==> src/rv_pkg.sv <==
/* rv32i core shared definitions
   widths, decode enums, decoded and retire records, opcode values */
package rv_pkg;

    typedef logic [31:0] xlen_t;      // data word
    typedef logic [31:0] addr_t;      // instruction address
    typedef logic [31:0] inst_word_t;
    typedef logic [4:0]  reg_idx_t;

    // instruction class, by operand/immediate layout
    typedef enum logic [2:0] {
        TYPE_R,
        TYPE_I,
        TYPE_S,
        TYPE_B,
        TYPE_U,
        TYPE_J,
        TYPE_N  // unknown or unsupported opcode
    } inst_type_t;

    typedef enum logic [3:0] {
        ALU_ADD,
        ALU_SUB,
        ALU_SLL,
        ALU_SLT,
        ALU_SLTU,
        ALU_XOR,
        ALU_SRL,
        ALU_SRA,
        ALU_OR,
        ALU_AND
    } alu_op_t;

    // source of the register write
    typedef enum logic [1:0] {
        WB_NONE,
        WB_ALU,
        WB_LINK  // pc + 4
    } wb_sel_t;

    typedef struct packed {
        logic [6:0] opcode;
        logic [2:0] funct3;
        reg_idx_t   rd;
        reg_idx_t   rs1;
        reg_idx_t   rs2;
        xlen_t      imm;        // sign extended
        inst_type_t inst_type;
        alu_op_t    alu_op;
        wb_sel_t    wb_sel;
        logic       is_jalr;
        logic       is_lui;
    } decoded_t;

    typedef struct packed {
        addr_t    pc;
        addr_t    next_pc;
        logic     we;       // a register actually changed
        reg_idx_t rd;
        xlen_t    data;     // zero when we is low
    } retire_t;

    localparam logic [6:0] OPC_OP     = 7'b0110011;
    localparam logic [6:0] OPC_OP_IMM = 7'b0010011;
    localparam logic [6:0] OPC_LUI    = 7'b0110111;
    localparam logic [6:0] OPC_AUIPC  = 7'b0010111;
    localparam logic [6:0] OPC_JAL    = 7'b1101111;
    localparam logic [6:0] OPC_JALR   = 7'b1100111;
    localparam logic [6:0] OPC_BRANCH = 7'b1100011;
    localparam logic [6:0] OPC_STORE  = 7'b0100011;  // decoded as a no-op

endpackage
==> src/rv_core.sv <==
/* rv32i integer core, one instruction per strobe
   decoder, register file, alu and branch units in parallel, retire unit */
`timescale 1ns/1ps

module rv_core
    import rv_pkg::*;
#(
    parameter addr_t RESET_PC = 32'h8000_0000
) (
    input  logic       clk,
    input  logic       reset,
    input  logic       inst_valid,
    input  inst_word_t inst,
    output addr_t      pc,
    output logic       retire_valid,
    output retire_t    retire
);

    decoded_t dec;
    xlen_t    rs1_data;
    xlen_t    rs2_data;
    xlen_t    alu_result;
    logic     jump_en;
    addr_t    jump_target;
    logic     wr_en;
    reg_idx_t wr_idx;
    xlen_t    wr_data;

    inst_decoder u_decoder (
        .inst (inst),
        .dec  (dec)
    );

    reg_file u_reg_file (
        .clk      (clk),
        .reset    (reset),
        .rs1_idx  (dec.rs1),
        .rs2_idx  (dec.rs2),
        .wr_idx   (wr_idx),
        .wr_en    (wr_en),
        .wr_data  (wr_data),
        .rs1_data (rs1_data),
        .rs2_data (rs2_data)
    );

    alu_unit u_alu (
        .dec        (dec),
        .pc         (pc),
        .rs1_data   (rs1_data),
        .rs2_data   (rs2_data),
        .alu_result (alu_result)
    );

    branch_unit u_branch (
        .dec         (dec),
        .pc          (pc),
        .rs1_data    (rs1_data),
        .rs2_data    (rs2_data),
        .jump_en     (jump_en),
        .jump_target (jump_target)
    );

    retire_unit #(
        .RESET_PC (RESET_PC)
    ) u_retire (
        .clk          (clk),
        .reset        (reset),
        .inst_valid   (inst_valid),
        .dec          (dec),
        .alu_result   (alu_result),
        .jump_en      (jump_en),
        .jump_target  (jump_target),
        .pc           (pc),
        .wr_en        (wr_en),
        .wr_idx       (wr_idx),
        .wr_data      (wr_data),
        .retire_valid (retire_valid),
        .retire       (retire)
    );

endmodule

==> src/retire_unit.sv <==
/* retire unit
   owns the pc, merges alu and branch results into the write and the retire record */
`timescale 1ns/1ps

module retire_unit
    import rv_pkg::*;
#(
    parameter addr_t RESET_PC = 32'h8000_0000
) (
    input  logic     clk,
    input  logic     reset,
    input  logic     inst_valid,
    input  decoded_t dec,
    input  xlen_t    alu_result,
    input  logic     jump_en,
    input  addr_t    jump_target,
    output addr_t    pc,
    output logic     wr_en,
    output reg_idx_t wr_idx,
    output xlen_t    wr_data,
    output logic     retire_valid,
    output retire_t  retire
);

    addr_t pc_plus4;
    addr_t next_pc;

    assign pc_plus4 = pc + 32'd4;
    assign next_pc  = jump_en ? jump_target : pc_plus4;

    // link address for jal/jalr
    assign wr_data = (dec.wb_sel == WB_LINK) ? pc_plus4 : alu_result;
    assign wr_idx  = dec.rd;
    assign wr_en   = inst_valid && (dec.wb_sel != WB_NONE) && (dec.rd != 5'd0);

    always_ff @(posedge clk or posedge reset) begin
        if (reset) begin
            pc <= RESET_PC;
        end else if (inst_valid) begin
            pc <= next_pc;
        end
    end

    // one cycle after each accepting edge
    always_ff @(posedge clk or posedge reset) begin
        if (reset) begin
            retire_valid <= 1'b0;
            retire       <= '0;
        end else begin
            retire_valid <= inst_valid;
            if (inst_valid) begin
                retire.pc      <= pc;
                retire.next_pc <= next_pc;
                retire.we      <= wr_en;
                retire.rd      <= dec.rd;
                retire.data    <= wr_en ? wr_data : '0;
            end
        end
    end

endmodule

==> src/branch_unit.sv <==
/* branch unit
   evaluates the branch condition and computes the jump target */
`timescale 1ns/1ps

module branch_unit
    import rv_pkg::*;
(
    input  decoded_t dec,
    input  addr_t    pc,
    input  xlen_t    rs1_data,
    input  xlen_t    rs2_data,
    output logic     jump_en,
    output addr_t    jump_target
);

    xlen_t jalr_sum;
    logic  cond;

    assign jalr_sum = rs1_data + dec.imm;

    // jalr clears bit 0, jal and branches are pc relative
    assign jump_target = dec.is_jalr ? {jalr_sum[31:1], 1'b0} : pc + dec.imm;

    always_comb begin
        case (dec.funct3)
            3'b000:  cond = (rs1_data == rs2_data);                    // beq
            3'b001:  cond = (rs1_data != rs2_data);                    // bne
            3'b100:  cond = ($signed(rs1_data) < $signed(rs2_data));   // blt
            3'b101:  cond = ($signed(rs1_data) >= $signed(rs2_data));  // bge
            3'b110:  cond = (rs1_data < rs2_data);                     // bltu
            3'b111:  cond = (rs1_data >= rs2_data);                    // bgeu
            default: cond = 1'b0;
        endcase
    end

    always_comb begin
        if (dec.inst_type == TYPE_J || dec.is_jalr) begin
            jump_en = 1'b1;
        end else if (dec.inst_type == TYPE_B) begin
            jump_en = cond;
        end else begin
            jump_en = 1'b0;
        end
    end

endmodule

==> src/alu_unit.sv <==
/* execute unit
   selects the alu operands and computes the arithmetic or logic result */
`timescale 1ns/1ps

module alu_unit
    import rv_pkg::*;
(
    input  decoded_t dec,
    input  addr_t    pc,
    input  xlen_t    rs1_data,
    input  xlen_t    rs2_data,
    output xlen_t    alu_result
);

    xlen_t      op_a;
    xlen_t      op_b;
    logic [4:0] shamt;

    // operand a: zero for lui, pc for auipc, rs1 for the rest
    always_comb begin
        if (dec.is_lui) begin
            op_a = '0;
        end else if (dec.opcode == OPC_AUIPC) begin
            op_a = pc;
        end else begin
            op_a = rs1_data;
        end
    end

    assign op_b  = (dec.inst_type == TYPE_R) ? rs2_data : dec.imm;
    assign shamt = op_b[4:0];

    always_comb begin
        case (dec.alu_op)
            ALU_ADD:  alu_result = op_a + op_b;
            ALU_SUB:  alu_result = op_a - op_b;
            ALU_SLL:  alu_result = op_a << shamt;
            ALU_SLT:  alu_result = {31'd0, $signed(op_a) < $signed(op_b)};
            ALU_SLTU: alu_result = {31'd0, op_a < op_b};
            ALU_XOR:  alu_result = op_a ^ op_b;
            ALU_SRL:  alu_result = op_a >> shamt;
            ALU_SRA:  alu_result = $unsigned($signed(op_a) >>> shamt);  // keeps sign
            ALU_OR:   alu_result = op_a | op_b;
            ALU_AND:  alu_result = op_a & op_b;
            default:  alu_result = op_a + op_b;
        endcase
    end

endmodule

==> src/reg_file.sv <==
/* integer register file, 32 x 32 bits
   two combinational read ports, one write port, x0 reads as zero */
`timescale 1ns/1ps

module reg_file
    import rv_pkg::*;
(
    input  logic     clk,
    input  logic     reset,
    input  reg_idx_t rs1_idx,
    input  reg_idx_t rs2_idx,
    input  reg_idx_t wr_idx,
    input  logic     wr_en,
    input  xlen_t    wr_data,
    output xlen_t    rs1_data,
    output xlen_t    rs2_data
);

    xlen_t regs [32];

    always_ff @(posedge clk or posedge reset) begin
        if (reset) begin
            for (int i = 0; i < 32; i++) begin
                regs[i] <= '0;
            end
        end else if (wr_en && wr_idx != 5'd0) begin  // x0 writes dropped
            regs[wr_idx] <= wr_data;
        end
    end

    // x0 forced to zero on read as well
    always_comb begin
        rs1_data = (rs1_idx == 5'd0) ? '0 : regs[rs1_idx];
        rs2_data = (rs2_idx == 5'd0) ? '0 : regs[rs2_idx];
    end

endmodule

==> src/inst_decoder.sv <==
/* instruction decoder
   splits a word into fields, class, immediate, alu operation and writeback source */
`timescale 1ns/1ps

module inst_decoder
    import rv_pkg::*;
(
    input  inst_word_t inst,
    output decoded_t   dec
);

    logic [6:0] opcode;
    logic [6:0] funct7;
    logic [2:0] funct3;
    inst_type_t inst_type;
    xlen_t      imm;
    alu_op_t    alu_op;
    wb_sel_t    wb_sel;

    assign opcode = inst[6:0];
    assign funct3 = inst[14:12];
    assign funct7 = inst[31:25];

    always_comb begin
        case (opcode)
            OPC_OP:                        inst_type = TYPE_R;
            OPC_OP_IMM, OPC_JALR:          inst_type = TYPE_I;
            OPC_STORE:                     inst_type = TYPE_S;
            OPC_BRANCH:                    inst_type = TYPE_B;
            OPC_LUI, OPC_AUIPC:            inst_type = TYPE_U;
            OPC_JAL:                       inst_type = TYPE_J;
            default:                       inst_type = TYPE_N;
        endcase
    end

    // immediate layout follows the class
    always_comb begin
        case (inst_type)
            TYPE_I:  imm = {{20{inst[31]}}, inst[31:20]};
            TYPE_S:  imm = {{20{inst[31]}}, inst[31:25], inst[11:7]};
            TYPE_B:  imm = {{20{inst[31]}}, inst[7], inst[30:25], inst[11:8], 1'b0};
            TYPE_U:  imm = {inst[31:12], 12'h000};
            TYPE_J:  imm = {{12{inst[31]}}, inst[19:12], inst[20], inst[30:21], 1'b0};
            default: imm = '0;
        endcase
    end

    always_comb begin
        alu_op = ALU_ADD;  // also covers lui, auipc, jalr
        if (opcode == OPC_OP || opcode == OPC_OP_IMM) begin
            case (funct3)
                3'b000: begin
                    // only the register form has sub
                    if (inst_type == TYPE_R && funct7[5]) begin
                        alu_op = ALU_SUB;
                    end
                end
                3'b001:  alu_op = ALU_SLL;
                3'b010:  alu_op = ALU_SLT;
                3'b011:  alu_op = ALU_SLTU;
                3'b100:  alu_op = ALU_XOR;
                3'b101:  alu_op = funct7[5] ? ALU_SRA : ALU_SRL;  // srai shares the bit
                3'b110:  alu_op = ALU_OR;
                3'b111:  alu_op = ALU_AND;
                default: alu_op = ALU_ADD;
            endcase
        end
    end

    always_comb begin
        case (opcode)
            OPC_JAL, OPC_JALR:                   wb_sel = WB_LINK;
            OPC_OP, OPC_OP_IMM, OPC_LUI, OPC_AUIPC: wb_sel = WB_ALU;
            default:                             wb_sel = WB_NONE;
        endcase
    end

    always_comb begin
        dec.opcode    = opcode;
        dec.funct3    = funct3;
        dec.rd        = inst[11:7];
        dec.rs1       = inst[19:15];
        dec.rs2       = inst[24:20];
        dec.imm       = imm;
        dec.inst_type = inst_type;
        dec.alu_op    = alu_op;
        dec.wb_sel    = wb_sel;
        dec.is_jalr   = (opcode == OPC_JALR);
        dec.is_lui    = (opcode == OPC_LUI);
    end

endmodule

==> config.mk <==
export PLATFORM = sky130hd
export DESIGN_NAME = rv_core
export DESIGN_NICKNAME = d
export VERILOG_FILES = /design/src/rv_pkg.sv /design/src/rv_core.sv /design/src/retire_unit.sv /design/src/branch_unit.sv /design/src/alu_unit.sv /design/src/reg_file.sv /design/src/inst_decoder.sv
export SDC_FILE = /design/constraint.sdc
export NUM_CORES = 2
export LEC_CHECK = 0
export ABC_AREA = 0
export BUFFER_PORTS_ARGS = -buffer_cell sky130_fd_sc_hd__buf_2
export CORE_MARGIN = 4
export CORE_UTILIZATION = 30
export CTS_BUF_LIST = sky130_fd_sc_hd__clkbuf_16
export DETAILED_ROUTE_END_ITERATION = 6
export GPL_TIMING_DRIVEN = 0
export PLACE_DENSITY = 0.49
export REMOVE_ABC_BUFFERS = 1
export SYNTH_ARGS = -nofsm -noshare
export SYNTH_HDL_FRONTEND = slang
export SYNTH_SLANG_ARGS = --single-unit
==> constraint.sdc <==
create_clock -name clk -period 33 [get_ports clk]
set_input_delay 0 -clock clk [delete_from_list [all_inputs] [get_ports clk]]
set_output_delay 0 -clock clk [all_outputs]
set_load 0.01 [all_outputs]
==> summary.txt <==
die height = 501 µm
ANT nets after route = 0
# IOs = 170
post-synth top area share = 0.387
Post-synth top flop = dfrtp_1
TritonCTS clock tree = yes
worst hold stages = 6
Synth Cell Area = 72900 µm²
# Post-CTS Setup Buffers = 0
largest net degree at the start of global routing = 127
EDFF count, synth = 0
layout cells sized above 1 = 0.168
Total Power = 3.67 mW
DRC viols = 2
hold slack = 122 ps
Mapped Avg Cell Area = 9.72 µm²
GR Layer Usage met2 = 0.389
GPL Wtd Cong = 0.975
period utilisation layout = 0.291
synth top area cells = dfrtp_1 (39%), mux4_2 (11%), mux2i_1 (6.8%)
number of port buffers = 169
P_leak = 36.2 nW
Register Area = 28200 µm²
status = complete, but fails checks
slowest stage cell, crit path = a2111oi_0
Stages on worst setup path = 27
total of max-cap violations = 2
post-DR wirelength/cell = 30.5 µm
Syn Inst Count = 7500
GRT Max-Usage Layer = met2
Reg clk slew, reported paths = 60 ps
most frequent cells in the layout = nand2_1 (1175), dfrtp_1 (1127), o21ai_0 (947), mux2i_1 (497), mux4_2 (361)
CP Max Fanout = 25
non-filler instance count after layout = 10541
Critical Path AT = 10270 ps
initial antenna violation count = 16
Cell Count Post-Placement = 10281
WP buf/inv = 6
Iteration-0 DRC Markers = 6569
Worst EP required = 33680 ps
crit start category = input port
H-tree depth = 4
crit-path max cell delay = 1180 ps
minimum clock period = 9590 ps
violated checks = design-rule violations, max-capacitance violations, max-slew violations
Seq/Total Area, Yosys = 0.387
Yosys reg bits = 1128
site row count = 180
worst-margin pin slew = 1510 ps
clk_lat worst skew = 840 ps
largest area contributor in the netlist = dfrtp_1
fin worst setup slack = 23410 ps
area of the multi-input gates = 41600 µm²
DRT Wirelength = 321 mm
Die ar. = 251000 µm²
fmax = 104 MHz
met1 Use GR = 0.333
Initial Utilization = 0.302
maximum vdd drop = 0.0548 mV
Worst Reg2Reg Path Length in Cells = 21
critical path type = input port to flop
Worst Hold Class = input port to flop
Setup Skew = 68.3 ps
Via Count = 61849
fillcell total = 24377
M3 GR Usage = 0.0475
Crit path max-delay family = compound AO/OA/AOI/OAI gates
clock root buffer = clkbuf_16
P per Cell Area = 44.4 nW/µm²
crit-path most repeated cell = nor3_1
total negative slack = 0 ps
Pins Over Slew Limit = 10
Post-synth ARST share = 1.00
DR pass1 iterations = 7
area delta synth->final = 13.3%
Max clock buf depth = 3
core area = 241000 µm²
DP HPWL = 225 mm
unrepaired setup endpoints after global routing = no
cts bufs inserted = 135
gr ovfl total = 0
vias in the first global route = 60433
CTS Sinks = 1128
Yosys Warn Count = 0
final hold vios = 0
die width = 501 µm
Via density = 5.87
global-route wire length before repair = 456 mm
commonest non-fill, non-tap cell in the layout = nand2_1
GRT Util Overall = 0.250
Place WS = 22770 ps
final count of negative-setup-slack endpoints = 0
Critical Path End Type = flop
Layout Nets = 7475
Unique masters post-synth = 109
Slew headroom = -0.0154
final timing paths:
path | from | to | slack, ps
min in group asynchronous | reset | u_reg_file.regs[942] | 490
max in group asynchronous | reset | u_reg_file.regs[927] | 30160
worst min register to register | u_reg_file.regs[1006] | u_reg_file.regs[1006] | 400
worst max-delay path | inst[3] | u_reg_file.regs[862] | 23410
worst max register to register | u_reg_file.regs[514] | u_reg_file.regs[862] | 24330
worst min-delay path | inst[28] | u_retire.retire[66] | 120
sequential cells by signal, summed over array words and instances, names as in the netlist:
| name | cells |
|---|---|
| u_reg_file.regs | 1024 |
| u_retire.retire | 102 |
| u_retire.pc | 1 |
| u_retire.retire_valid | 1 |
what timing repair did:
action | 4_1_cts | 5_1_grt
hold buffers | 9 | 0
endpoints found under the hold margin | 157 | 0
resized for setup | 0 | 0
area by class of cell:
class,count,area share
Antenna cell,13,0.000394
Clock buffer,138,0.0418
Clock inverter,98,0.00769
Inverter,143,0.00668
Multi-Input combinational cell,5505,0.503
Sequential cell,1128,0.342
Tap cell,3185,0.0482
Timing Repair Buffer,331,0.0505
power breakdown:
group | internal, mW | total [mW] | switching [mW]
logic | 0.258 | 0.754 | 0.495
registers | 1.43 | 1.49 | 0.0640
clock network | 0.790 | 1.42 | 0.633
synthesized netlist by cell type (all sizes together), types with 44 or more instances:
cell type     n
nand2      1208
dfrtp      1127
o21ai      1055
mux2i       497
clkbuf      474
mux4        361
a21oi       310
nor2        280
buf         250
mux2        202
a22oi       200
ha          192
inv         141
nand3        84
xnor2        79
nor3         71
o22ai        69
a21o         63
a211oi       52
o211ai       52
o31ai        52
and2         44
cell families after synthesis:
logic type      synth area share
mux                        0.211
xor+xnor                  0.0138
fa+ha+maj                 0.0340
buf+inv                   0.0545
simple gates               0.116
compound gates             0.184
flops                      0.387
routing by layer:
layer / wire length, µm / part of all wire / up-vias
met2: 144000 / 0.45 / 2727
met3: 24000 / 0.075 / 655
li1: - / - / 26970
met1: 136000 / 0.42 / 31497
met5: 0 / 0 / -
met4: 17900 / 0.056 / 0
worst register-to-register path, delay by kind of cell (launching register included):
kind                       cells  cell delay, ps
AOI/OAI and AO/OA             11            4890
buffers and inverters          4             910
DFF                            1             400
muxes                          2             750
adders and majority gates      1             370
and+or+nand+nor                3            1240
metrics by stage:
step / area [µm²] / util
after global routing: 82600 / 0.343
after floorplan: 69500 / -
final: 82700 / 0.343
after CTS: 82600 / 0.342
after detailed placement: 78400 / 0.325
after global placement: 74300 / 0.308
Power figures use the tool's default switching activity.
